`src/logic/rx_format_pkg.sv`:
```
// word width, byte and field layout, and word kinds of the receive packet stream

package rx_format_pkg;

    // one stream word
    localparam int word_w         = 64;
    localparam int bytes_per_word = word_w / 8;

    typedef logic [word_w-1:0] word_t;

    // same width as pkt_len from the receiver
    typedef logic [15:0] len_t;
    typedef logic [15:0] seq_t;

    // content selector of the packer output word
    typedef enum logic [1:0]
    {
        kind_header,
        kind_data,
        kind_status
    } word_kind_e;

    // header word: length, rate, reserved byte, low half of the TSF timer
    localparam int hdr_len_lsb  = 0;
    localparam int hdr_rate_lsb = 16;
    localparam int hdr_rate_w   = 8;
    localparam int hdr_tsf_lsb  = 32;
    localparam int hdr_tsf_w    = 32;

    // status word: FCS result in bit 0, sequence number above, rest zero
    localparam int sts_fcs_bit = 0;
    localparam int sts_seq_lsb = 16;

endpackage

```
`src/logic/rx_fsm_pkg.sv`:
```
// state encodings of the packer and the stream master FSMs

package rx_fsm_pkg;

    // packer states, one packet from header strobe to status push
    typedef enum logic [2:0]
    {
        pk_idle,
        pk_header,
        pk_bytes,
        pk_flush,
        pk_status,
        pk_dropping
    } packer_state_e;

    // stream master, whether a packet is open on the stream port
    typedef enum logic
    {
        st_idle,
        st_streaming
    } streamer_state_e;

endpackage

```
`src/logic/rx_word_if.sv`:
```
// credit-based word link between design blocks, with sender and receiver modports
`timescale 1ns/1ps

interface rx_word_if
    import rx_format_pkg::*;
#(
    parameter int slots = 32
)
();

    localparam int level_w = $clog2(slots + 1);

    // driven by the sender, one word per valid cycle
    logic               valid;
    word_t              data;
    // marks the status word that closes a packet
    logic               last;

    // one-cycle pulse per slot freed at the receiver
    logic               credit;
    // receiver occupancy, debug only
    logic [level_w-1:0] level;

    modport sender
    (
        output valid,
        output data,
        output last,
        input  credit,
        input  level
    );

    modport receiver
    (
        input  valid,
        input  data,
        input  last,
        output credit,
        output level
    );

endinterface

```
`src/logic/rx_word_packer.sv`:
```
// packer from receiver bytes to header, data and status words, with credit admission
`timescale 1ns/1ps

module rx_word_packer
    import rx_format_pkg::*;
    import rx_fsm_pkg::*;
#(
    parameter int fifo_depth = 32
)
(
    input  logic        m00_axis_aclk,
    input  logic        arst_n,
    input  logic        pkt_header_valid,
    input  logic        pkt_header_valid_strobe,
    input  logic [7:0]  pkt_rate,
    input  len_t        pkt_len,
    input  logic [7:0]  byte_in,
    input  logic        byte_in_strobe,
    input  logic        fcs_in_strobe,
    input  logic        fcs_ok,
    input  logic [63:0] tsf_runtime_val,
    output logic [15:0] dropped_pkt_count,
    rx_word_if.sender   push
);

    localparam int cred_w = $clog2(fifo_depth + 1);
    localparam int need_w = $bits(len_t) + 1;
    localparam int idx_w  = $clog2(bytes_per_word);

    packer_state_e     state;
    word_kind_e        kind;
    logic              emit;
    logic [cred_w-1:0] credits;
    logic [cred_w-1:0] credits_next;
    logic [need_w-1:0] need;
    logic              fits;
    logic              hdr_acc;
    logic              take_byte;
    logic              last_byte;
    logic              word_done;
    logic [idx_w-1:0]  byte_idx;
    len_t              len_q;
    len_t              byte_cnt;
    seq_t              seq_q;
    word_t             gather_q;
    word_t             gather_word;
    word_t             next_word;

    assign credits_next = credits + cred_w'(push.credit) - cred_w'(push.valid);

    // header + data words + status
    assign need = need_w'(2) + ((need_w'(pkt_len) + need_w'(bytes_per_word - 1))
                                / need_w'(bytes_per_word));
    assign fits = need_w'(credits_next) >= need;

    // a new header is taken once the previous packet is closed
    assign hdr_acc   = pkt_header_valid_strobe && pkt_header_valid
                       && (state == pk_idle || state == pk_status);
    assign take_byte = byte_in_strobe && (state == pk_header || state == pk_bytes);
    assign byte_idx  = byte_cnt[idx_w-1:0];
    assign last_byte = (byte_cnt + len_t'(1)) == len_q;
    assign word_done = byte_idx == idx_w'(bytes_per_word - 1);

    always_comb
    begin
        gather_word = gather_q;
        gather_word[byte_idx*8 +: 8] = byte_in;
    end

    // at most one word kind can fire, the states keep them apart
    always_comb
    begin
        emit = 1'b0;
        kind = kind_data;
        if (hdr_acc && fits)
        begin
            emit = 1'b1;
            kind = kind_header;
        end
        else if (take_byte && (word_done || last_byte))
        begin
            emit = 1'b1;
            kind = kind_data;
        end
        else if (state == pk_flush && fcs_in_strobe)
        begin
            emit = 1'b1;
            kind = kind_status;
        end
    end

    always_comb
    begin
        next_word = '0;
        case (kind)
            kind_header:
            begin
                next_word[hdr_len_lsb +: $bits(len_t)] = pkt_len;
                next_word[hdr_rate_lsb +: hdr_rate_w]  = pkt_rate;
                next_word[hdr_tsf_lsb +: hdr_tsf_w]    = tsf_runtime_val[hdr_tsf_w-1:0];
            end
            kind_status:
            begin
                next_word[sts_fcs_bit]                 = fcs_ok;
                next_word[sts_seq_lsb +: $bits(seq_t)] = seq_q;
            end
            default:
                next_word = gather_word;
        endcase
    end

    always_ff @(posedge m00_axis_aclk or negedge arst_n)
    begin
        if (!arst_n)
        begin
            state             <= pk_idle;
            credits           <= cred_w'(fifo_depth);
            byte_cnt          <= '0;
            seq_q             <= '0;
            dropped_pkt_count <= '0;
            push.valid        <= 1'b0;
            push.last         <= 1'b0;
        end
        else
        begin
            credits    <= credits_next;
            push.valid <= emit;
            push.last  <= emit && kind == kind_status;
            // sequence advances for admitted packets only
            if (emit && kind == kind_status)
                seq_q <= seq_q + seq_t'(1);
            if (hdr_acc && !fits)
                dropped_pkt_count <= dropped_pkt_count + 16'd1;
            if (hdr_acc)
                byte_cnt <= '0;
            else if (take_byte)
                byte_cnt <= byte_cnt + len_t'(1);

            case (state)
                pk_idle, pk_status:
                begin
                    if (hdr_acc)
                        state <= fits ? pk_header : pk_dropping;
                    else
                        state <= pk_idle;
                end
                pk_header, pk_bytes:
                begin
                    if (take_byte && last_byte)
                        state <= pk_flush;
                    else if (state == pk_header && len_q == '0)
                        state <= pk_flush;
                    else
                        state <= pk_bytes;
                end
                // last data word is out, wait for the FCS result
                pk_flush:
                    if (fcs_in_strobe)
                        state <= pk_status;
                pk_dropping:
                    if (fcs_in_strobe)
                        state <= pk_idle;
                default:
                    state <= pk_idle;
            endcase
        end
    end

    always_ff @(posedge m00_axis_aclk)
    begin
        if (emit)
            push.data <= next_word;
        if (hdr_acc)
        begin
            len_q    <= pkt_len;
            gather_q <= '0;
        end
        else if (take_byte)
        begin
            // clear so a partial last word comes out zero padded
            gather_q <= (word_done || last_byte) ? '0 : gather_word;
        end
    end

endmodule

```
`src/logic/rx_word_fifo.sv`:
```
// word FIFO between packer and stream master, credits on both sides
`timescale 1ns/1ps

module rx_word_fifo
    import rx_format_pkg::*;
#(
    parameter int fifo_depth = 32,
    parameter int out_slots  = 2
)
(
    input  logic        m00_axis_aclk,
    input  logic        arst_n,
    rx_word_if.receiver push,
    rx_word_if.sender   pop
);

    localparam int ptr_w = (fifo_depth > 1) ? $clog2(fifo_depth) : 1;
    localparam int cnt_w = $clog2(fifo_depth + 1);
    localparam int oc_w  = $clog2(out_slots + 1);

    word_t            mem_data [fifo_depth];
    logic             mem_last [fifo_depth];
    logic [ptr_w-1:0] wr_ptr;
    logic [ptr_w-1:0] rd_ptr;
    logic [cnt_w-1:0] count;
    logic [oc_w-1:0]  out_credits;
    logic             fwd;

    function automatic logic [ptr_w-1:0] bump(input logic [ptr_w-1:0] ptr);
        if (ptr == ptr_w'(fifo_depth - 1))
            return '0;
        return ptr + ptr_w'(1);
    endfunction

    // forward the head word while the stream master has room for it
    assign fwd        = (count != '0) && (out_credits != '0);
    assign pop.valid  = fwd;
    assign pop.data   = mem_data[rd_ptr];
    assign pop.last   = mem_last[rd_ptr];
    assign push.level = count;

    always_ff @(posedge m00_axis_aclk or negedge arst_n)
    begin
        if (!arst_n)
        begin
            wr_ptr      <= '0;
            rd_ptr      <= '0;
            count       <= '0;
            out_credits <= oc_w'(out_slots);
            push.credit <= 1'b0;
        end
        else
        begin
            count       <= count + cnt_w'(push.valid) - cnt_w'(fwd);
            out_credits <= out_credits + oc_w'(pop.credit) - oc_w'(fwd);
            // slot freed, hand it back to the packer
            push.credit <= fwd;
            if (push.valid)
                wr_ptr <= bump(wr_ptr);
            if (fwd)
                rd_ptr <= bump(rd_ptr);
        end
    end

    always_ff @(posedge m00_axis_aclk)
    begin
        if (push.valid)
        begin
            mem_data[wr_ptr] <= push.data;
            mem_last[wr_ptr] <= push.last;
        end
    end

endmodule

```
`src/logic/rx_dma_streamer.sv`:
```
// stream master with a small output queue, tlast and the packet interrupt
`timescale 1ns/1ps

module rx_dma_streamer
    import rx_format_pkg::*;
    import rx_fsm_pkg::*;
#(
    parameter int out_slots = 2
)
(
    input  logic        m00_axis_aclk,
    input  logic        arst_n,
    rx_word_if.receiver fill,
    output logic        m00_axis_tvalid,
    output word_t       m00_axis_tdata,
    output logic        m00_axis_tlast,
    input  logic        m00_axis_tready,
    output logic        rx_pkt_intr
);

    localparam int ptr_w = (out_slots > 1) ? $clog2(out_slots) : 1;
    localparam int cnt_w = $clog2(out_slots + 1);

    streamer_state_e  state;
    word_t            q_data [out_slots];
    logic             q_last [out_slots];
    logic [ptr_w-1:0] wr_ptr;
    logic [ptr_w-1:0] rd_ptr;
    logic [cnt_w-1:0] count;
    logic             xfer;

    function automatic logic [ptr_w-1:0] bump(input logic [ptr_w-1:0] ptr);
        if (ptr == ptr_w'(out_slots - 1))
            return '0;
        return ptr + ptr_w'(1);
    endfunction

    // head of queue stays put until the transfer
    assign m00_axis_tvalid = count != '0;
    assign m00_axis_tdata  = q_data[rd_ptr];
    assign m00_axis_tlast  = q_last[rd_ptr];
    assign xfer            = m00_axis_tvalid && m00_axis_tready;
    assign fill.level      = count;

    always_ff @(posedge m00_axis_aclk or negedge arst_n)
    begin
        if (!arst_n)
        begin
            state       <= st_idle;
            wr_ptr      <= '0;
            rd_ptr      <= '0;
            count       <= '0;
            fill.credit <= 1'b0;
            rx_pkt_intr <= 1'b0;
        end
        else
        begin
            count       <= count + cnt_w'(fill.valid) - cnt_w'(xfer);
            fill.credit <= xfer;
            // packet closes with the status word
            rx_pkt_intr <= xfer && m00_axis_tlast && state == st_streaming;
            if (fill.valid)
                wr_ptr <= bump(wr_ptr);
            if (xfer)
                rd_ptr <= bump(rd_ptr);

            case (state)
                st_idle:
                    if (xfer && !m00_axis_tlast)
                        state <= st_streaming;
                st_streaming:
                    if (xfer && m00_axis_tlast)
                        state <= st_idle;
                default:
                    state <= st_idle;
            endcase
        end
    end

    always_ff @(posedge m00_axis_aclk)
    begin
        if (fill.valid)
        begin
            q_data[wr_ptr] <= fill.data;
            q_last[wr_ptr] <= fill.last;
        end
    end

endmodule

```
`src/logic/rx_intf.sv`:
```
// receive packet path top: packer, word FIFO and stream master
`timescale 1ns/1ps

module rx_intf
    import rx_format_pkg::*;
#(
    parameter int fifo_depth = 32,
    parameter int out_slots  = 2
)
(
    input  logic        m00_axis_aclk,
    input  logic        arst_n,

    // from the OFDM receiver
    input  logic        pkt_header_valid,
    input  logic        pkt_header_valid_strobe,
    input  logic [7:0]  pkt_rate,
    input  len_t        pkt_len,
    input  logic [7:0]  byte_in,
    input  logic        byte_in_strobe,
    input  logic        fcs_in_strobe,
    input  logic        fcs_ok,
    input  logic [63:0] tsf_runtime_val,

    // stream master towards the DMA
    output logic        m00_axis_tvalid,
    output word_t       m00_axis_tdata,
    output logic        m00_axis_tlast,
    input  logic        m00_axis_tready,

    output logic        rx_pkt_intr,
    output logic [15:0] dropped_pkt_count
);

    rx_word_if #(.slots(fifo_depth)) pack_if ();
    rx_word_if #(.slots(out_slots))  out_if ();

    rx_word_packer #(
        .fifo_depth (fifo_depth)
    ) packer_i (
        .m00_axis_aclk           (m00_axis_aclk),
        .arst_n                  (arst_n),
        .pkt_header_valid        (pkt_header_valid),
        .pkt_header_valid_strobe (pkt_header_valid_strobe),
        .pkt_rate                (pkt_rate),
        .pkt_len                 (pkt_len),
        .byte_in                 (byte_in),
        .byte_in_strobe          (byte_in_strobe),
        .fcs_in_strobe           (fcs_in_strobe),
        .fcs_ok                  (fcs_ok),
        .tsf_runtime_val         (tsf_runtime_val),
        .dropped_pkt_count       (dropped_pkt_count),
        .push                    (pack_if.sender)
    );

    rx_word_fifo #(
        .fifo_depth (fifo_depth),
        .out_slots  (out_slots)
    ) fifo_i (
        .m00_axis_aclk (m00_axis_aclk),
        .arst_n        (arst_n),
        .push          (pack_if.receiver),
        .pop           (out_if.sender)
    );

    rx_dma_streamer #(
        .out_slots (out_slots)
    ) streamer_i (
        .m00_axis_aclk   (m00_axis_aclk),
        .arst_n          (arst_n),
        .fill            (out_if.receiver),
        .m00_axis_tvalid (m00_axis_tvalid),
        .m00_axis_tdata  (m00_axis_tdata),
        .m00_axis_tlast  (m00_axis_tlast),
        .m00_axis_tready (m00_axis_tready),
        .rx_pkt_intr     (rx_pkt_intr)
    );

endmodule

```
`config.mk`:
```
export PLATFORM = sky130hd
export DESIGN_NAME = rx_intf
export DESIGN_NICKNAME = d
export VERILOG_FILES = /design/src/logic/rx_format_pkg.sv /design/src/logic/rx_fsm_pkg.sv /design/src/logic/rx_word_if.sv /design/src/logic/rx_word_packer.sv /design/src/logic/rx_word_fifo.sv /design/src/logic/rx_dma_streamer.sv /design/src/logic/rx_intf.sv
export SDC_FILE = /design/constraint.sdc
export NUM_CORES = 2
export LEC_CHECK = 0
export CORE_MARGIN = 5
export CORE_UTILIZATION = 45
export CTS_BUF_LIST = sky130_fd_sc_hd__clkbuf_8 sky130_fd_sc_hd__clkbuf_16
export DETAILED_ROUTE_END_ITERATION = 10
export DONT_BUFFER_PORTS = 1
export PLACE_DENSITY_LB_ADDON = 0.3
export SETUP_SLACK_MARGIN = 0.02
export SYNTH_ARGS = -nofsm -noshare
export SYNTH_HDL_FRONTEND = slang
export SYNTH_HIERARCHICAL = 1
export SYNTH_SLANG_ARGS = --single-unit
```
`constraint.sdc`:
```
create_clock -name m00_axis_aclk -period 6 [get_ports m00_axis_aclk]
set_clock_uncertainty 0.2 [all_clocks]
set_input_delay 0.9 -clock m00_axis_aclk [delete_from_list [all_inputs] [get_ports m00_axis_aclk]]
set_output_delay 0.9 -clock m00_axis_aclk [all_outputs]
set_load 0.02 [all_outputs]
```
==> results_dict.tcl <==
set metrics [dict create \
    io-pin-count 187 \
    fin_tns_setup_ns 0 \
    cp.required_ns 6.40 \
    hp-class "in -> reg" \
    critPathBufInv 1 \
    critPathArrivalTime_ns 4.96 \
    synthesis.area_um2 96500 \
    end_kind "flip-flop" \
    cts.htree.levels 4 \
    netlist_top_cells_area "edfxtp_1 71%, mux4_2 6.1%, mux2i_1 3.7%" \
    synth_top_area_frac 0.712 \
    cpPeakStageDelay_ns 0.71 \
    die_w_um 473 \
    grt_max_degree 132 \
    die_area_um2 224000 \
    min_path_cells 2 \
    sw_frac_of_total 0.219 \
    place_area_um2 99900 \
    cts_resized 0 \
    fillers 17100 \
    cp.depth 16 \
    synth-async-reset-ratio 0.0349 \
    cts_tree "yes" \
    whs_ns 0.0823 \
    pwr-share-seq 0.537 \
    post_cts_buffers 0 \
    syn_avg_cell_area_um2 18.9 \
    synth.largest_area_cell "edfxtp_1" \
    slowest_stage "nor2_1" \
    die_h_um 473 \
    setup_viol 0 \
    antenna_left 0 \
    timing.critical_path.cells "ha_1 > inv_1 > ha_1 > fa_1 > a21oi_1 > nor2_1 > nor2_1 > xnor2_1 > ha_1 > o211ai_1 > o21ai_0 > nand4_1 > nor4_4 > o21ai_2 > nor2_1 > o31ai_1" \
    synth_fp_nets 5257 \
    timing.fmax_ghz 0.219 \
    worst_pin_slew_ns 1.33 \
    drt_iter0_drc 6082 \
    post_drt_wl_per_cell_um 29.4 \
    setup_ws_ns 1.44 \
    finalHoldViolations 0 \
    grt_overflow 0 \
    crit_fanout 16 \
    vdd_drop_max_mv 0.262 \
    power_per_cell_area_nw_per_um2 331 \
    fin_nets 5387 \
    syn_inst 5116 \
    status "complete, no violations" \
    critPathLaunchType "flip-flop" \
    cts.sinks 2439 \
    yosys_warnings 6 \
    hpwl_um 134000 \
    final_cell_mix "2,290 x edfxtp_1, 361 x mux2i_1, 262 x mux4_2, 232 x clkbuf_16, 205 x mux2_2" \
    rsz0062_at_grt "false" \
    highest_layer "met5" \
    synth-edff-count 2290 \
    track_usage 0.215 \
    r2r_cells 16 \
    power.switching_mw 7.86 \
    ys.flop_type "edfxtp_1" \
    num_vias 50100 \
    p_int_mw 28.1 \
    core_area_um2 214000 \
    ys_ff_latch 2439 \
    via_per_inst 6.03 \
    cap_viol_max_count 0 \
    initial_core_util 0.451 \
    slew-limit-headroom 0.110 \
    report.final.slew_viol_count 0 \
    fin_crit_sh 0.760 \
    route.met2.wl_um 116000 \
    grt_pass1_wl_um 351000 \
    antenna_found_initial 47 \
    root_buffer "clkbuf_16" \
    final_util 0.507 \
    drive_gt1_frac 0.203 \
    holdBufCountCts 60 \
    grt_pass1_vias 49300 \
    wirelength_um 245000 \
    met3_wirelength_um 20400 \
    drt_first_pass_iters 6 \
    clkPwrFrac 0.415 \
    crit_type "reg -> reg" \
    leakage_nw 33.7 \
    power_frac_comb 0.048 \
    pre_cts_slack_ns 0.789 \
    synth_seq_area_share 0.748 \
    synth.distinct_cells 87 \
    clkTransAtPathRegs_ns 0.06 \
    cts_buffers 232 \
    cp_top_family "simple AND/OR/NAND/NOR gates" \
    clk_latency_ns 0.89 \
    clk_path_buf_depth 3 \
    min_period_ns 4.56 \
    portBuffers 0 \
    final_common_cell "edfxtp_1" \
    num_rows 170 \
    wl_met1_um 102000 \
    fin_area_um2 109000 \
    area_growth_pct 12.4 \
    drc 0 \
    place_congestion 0.821 \
]
[metal layers]
| layer | vias to the layer above | global-route usage |
|---|---|---|
| li1 | 21100 | - |
| met1 | 26400 | 0.307 |
| met2 | 2167 | 0.345 |
| met3 | 386 | 0.0396 |
| met4 | 12 | 0.0568 |
| met5 | - | 0 |
[sequential cells by signal, summed over array words and instances (netlist names), 2 cells and up, named ones only]
name	flops
fifo_i/mem_data	2048
fifo_i/mem_last	32
fifo_i/out_credits	2
fifo_i/push.level	6
fifo_i/rd_ptr	5
fifo_i/wr_ptr	5
packer_i/byte_cnt	16
packer_i/credits	6
packer_i/dropped_pkt_count	16
packer_i/gather_q	64
packer_i/len_q	16
packer_i/push.data	64
packer_i/seq_q	16
packer_i/state	3
streamer_i/fill.level	2
streamer_i/q_data	128
streamer_i/q_last	2
[cell families after synthesis]
family,share of synthesized area
AO/OA/AOI/OAI,0.0482
XOR/XNOR,0.00756
adder cells (fa/ha/maj),0.00506
buffers and inverters,0.0199
flip-flops,0.748
multiplexers,0.137
AND/OR/NAND/NOR,0.0349
[worst register-to-register path: stages (launching register included)]
cell	delay, ns
dfrtp_1	0.40
ha_1	0.28
inv_1	0.04
ha_1	0.20
fa_1	0.45
a21oi_1	0.16
nor2_1	0.06
nor2_1	0.11
xnor2_1	0.10
ha_1	0.31
o211ai_1	0.08
o21ai_0	0.16
nand4_1	0.16
nor4_4	0.30
o21ai_2	0.31
nor2_1	0.72
o31ai_1	0.24
[synthesized netlist by cell type (all sizes together) (5+ instances only)]
library cell  number
a211oi            52
a21o               5
a21oi             84
a22o              40
a22oi            190
a31oi             28
and2              29
and3              27
and4               5
and4b              5
buf              173
clkbuf           113
dfrtp             83
dfxtp             64
edfxtp          2290
ha                35
inv               42
mux2             296
mux2i            361
mux4             262
nand2            184
nand2b            15
nand3             49
nand3b             8
nand4             78
nor2             101
nor2b              6
nor3              37
nor3b              5
nor4              15
nor4b              6
o21ai             67
o221ai            16
o22a               6
o22ai            134
o31ai             17
or2                8
or3               51
xnor2             49
xor2              24
[power by group through the flow]
stage	Sequential, mW	Combinational (mW)	Clock [mW]
2_1_floorplan	19.5	1.23	0
3_3_place_gp	19.6	1.61	0
3_5_place_dp	19.7	1.64	0
4_1_cts	19.3	1.71	15.1
5_1_grt	19.3	1.90	15.9
6_report	19.3	1.73	14.9
[layout make-up]
class                   instances  area (µm²)  area share
flip-flops and latches       2439       72200       0.665
multi-input cells            2348       22800       0.210
clock buffers                 241        5930      0.0546
well taps                    2838        3550      0.0327
clock inverters               194        1960      0.0181
repair buffers                182        1870      0.0173
inverters                      43         161     0.00149
diodes                         25        62.6    0.000577
[per-stage QoR]
stage	power (mW)	std cells
detailed placement	21.3	7790
CTS	36.1	8285
global placement	21.2	7790
floorplan	20.7	5116
global route	37.1	8298
finish	35.9	8310
[final timing paths]
check	endpoint	slack (ns)	start
max reg2reg	packer_i/push.data[24]	1.44	packer_i/push.valid
min reg2reg	packer_i/gather_q[0]	0.26	packer_i/gather_q[0]
min in group asynchronous	packer_i/dropped_pkt_count[2]	0.38	arst_n
min	packer_i/push.data[12]	0.08	byte_in[4]
max in group asynchronous	streamer_i/rd_ptr	4.79	arst_n
max	packer_i/push.data[24]	1.44	packer_i/push.valid
No activity file was read; power rests on OpenSTA's default activity.
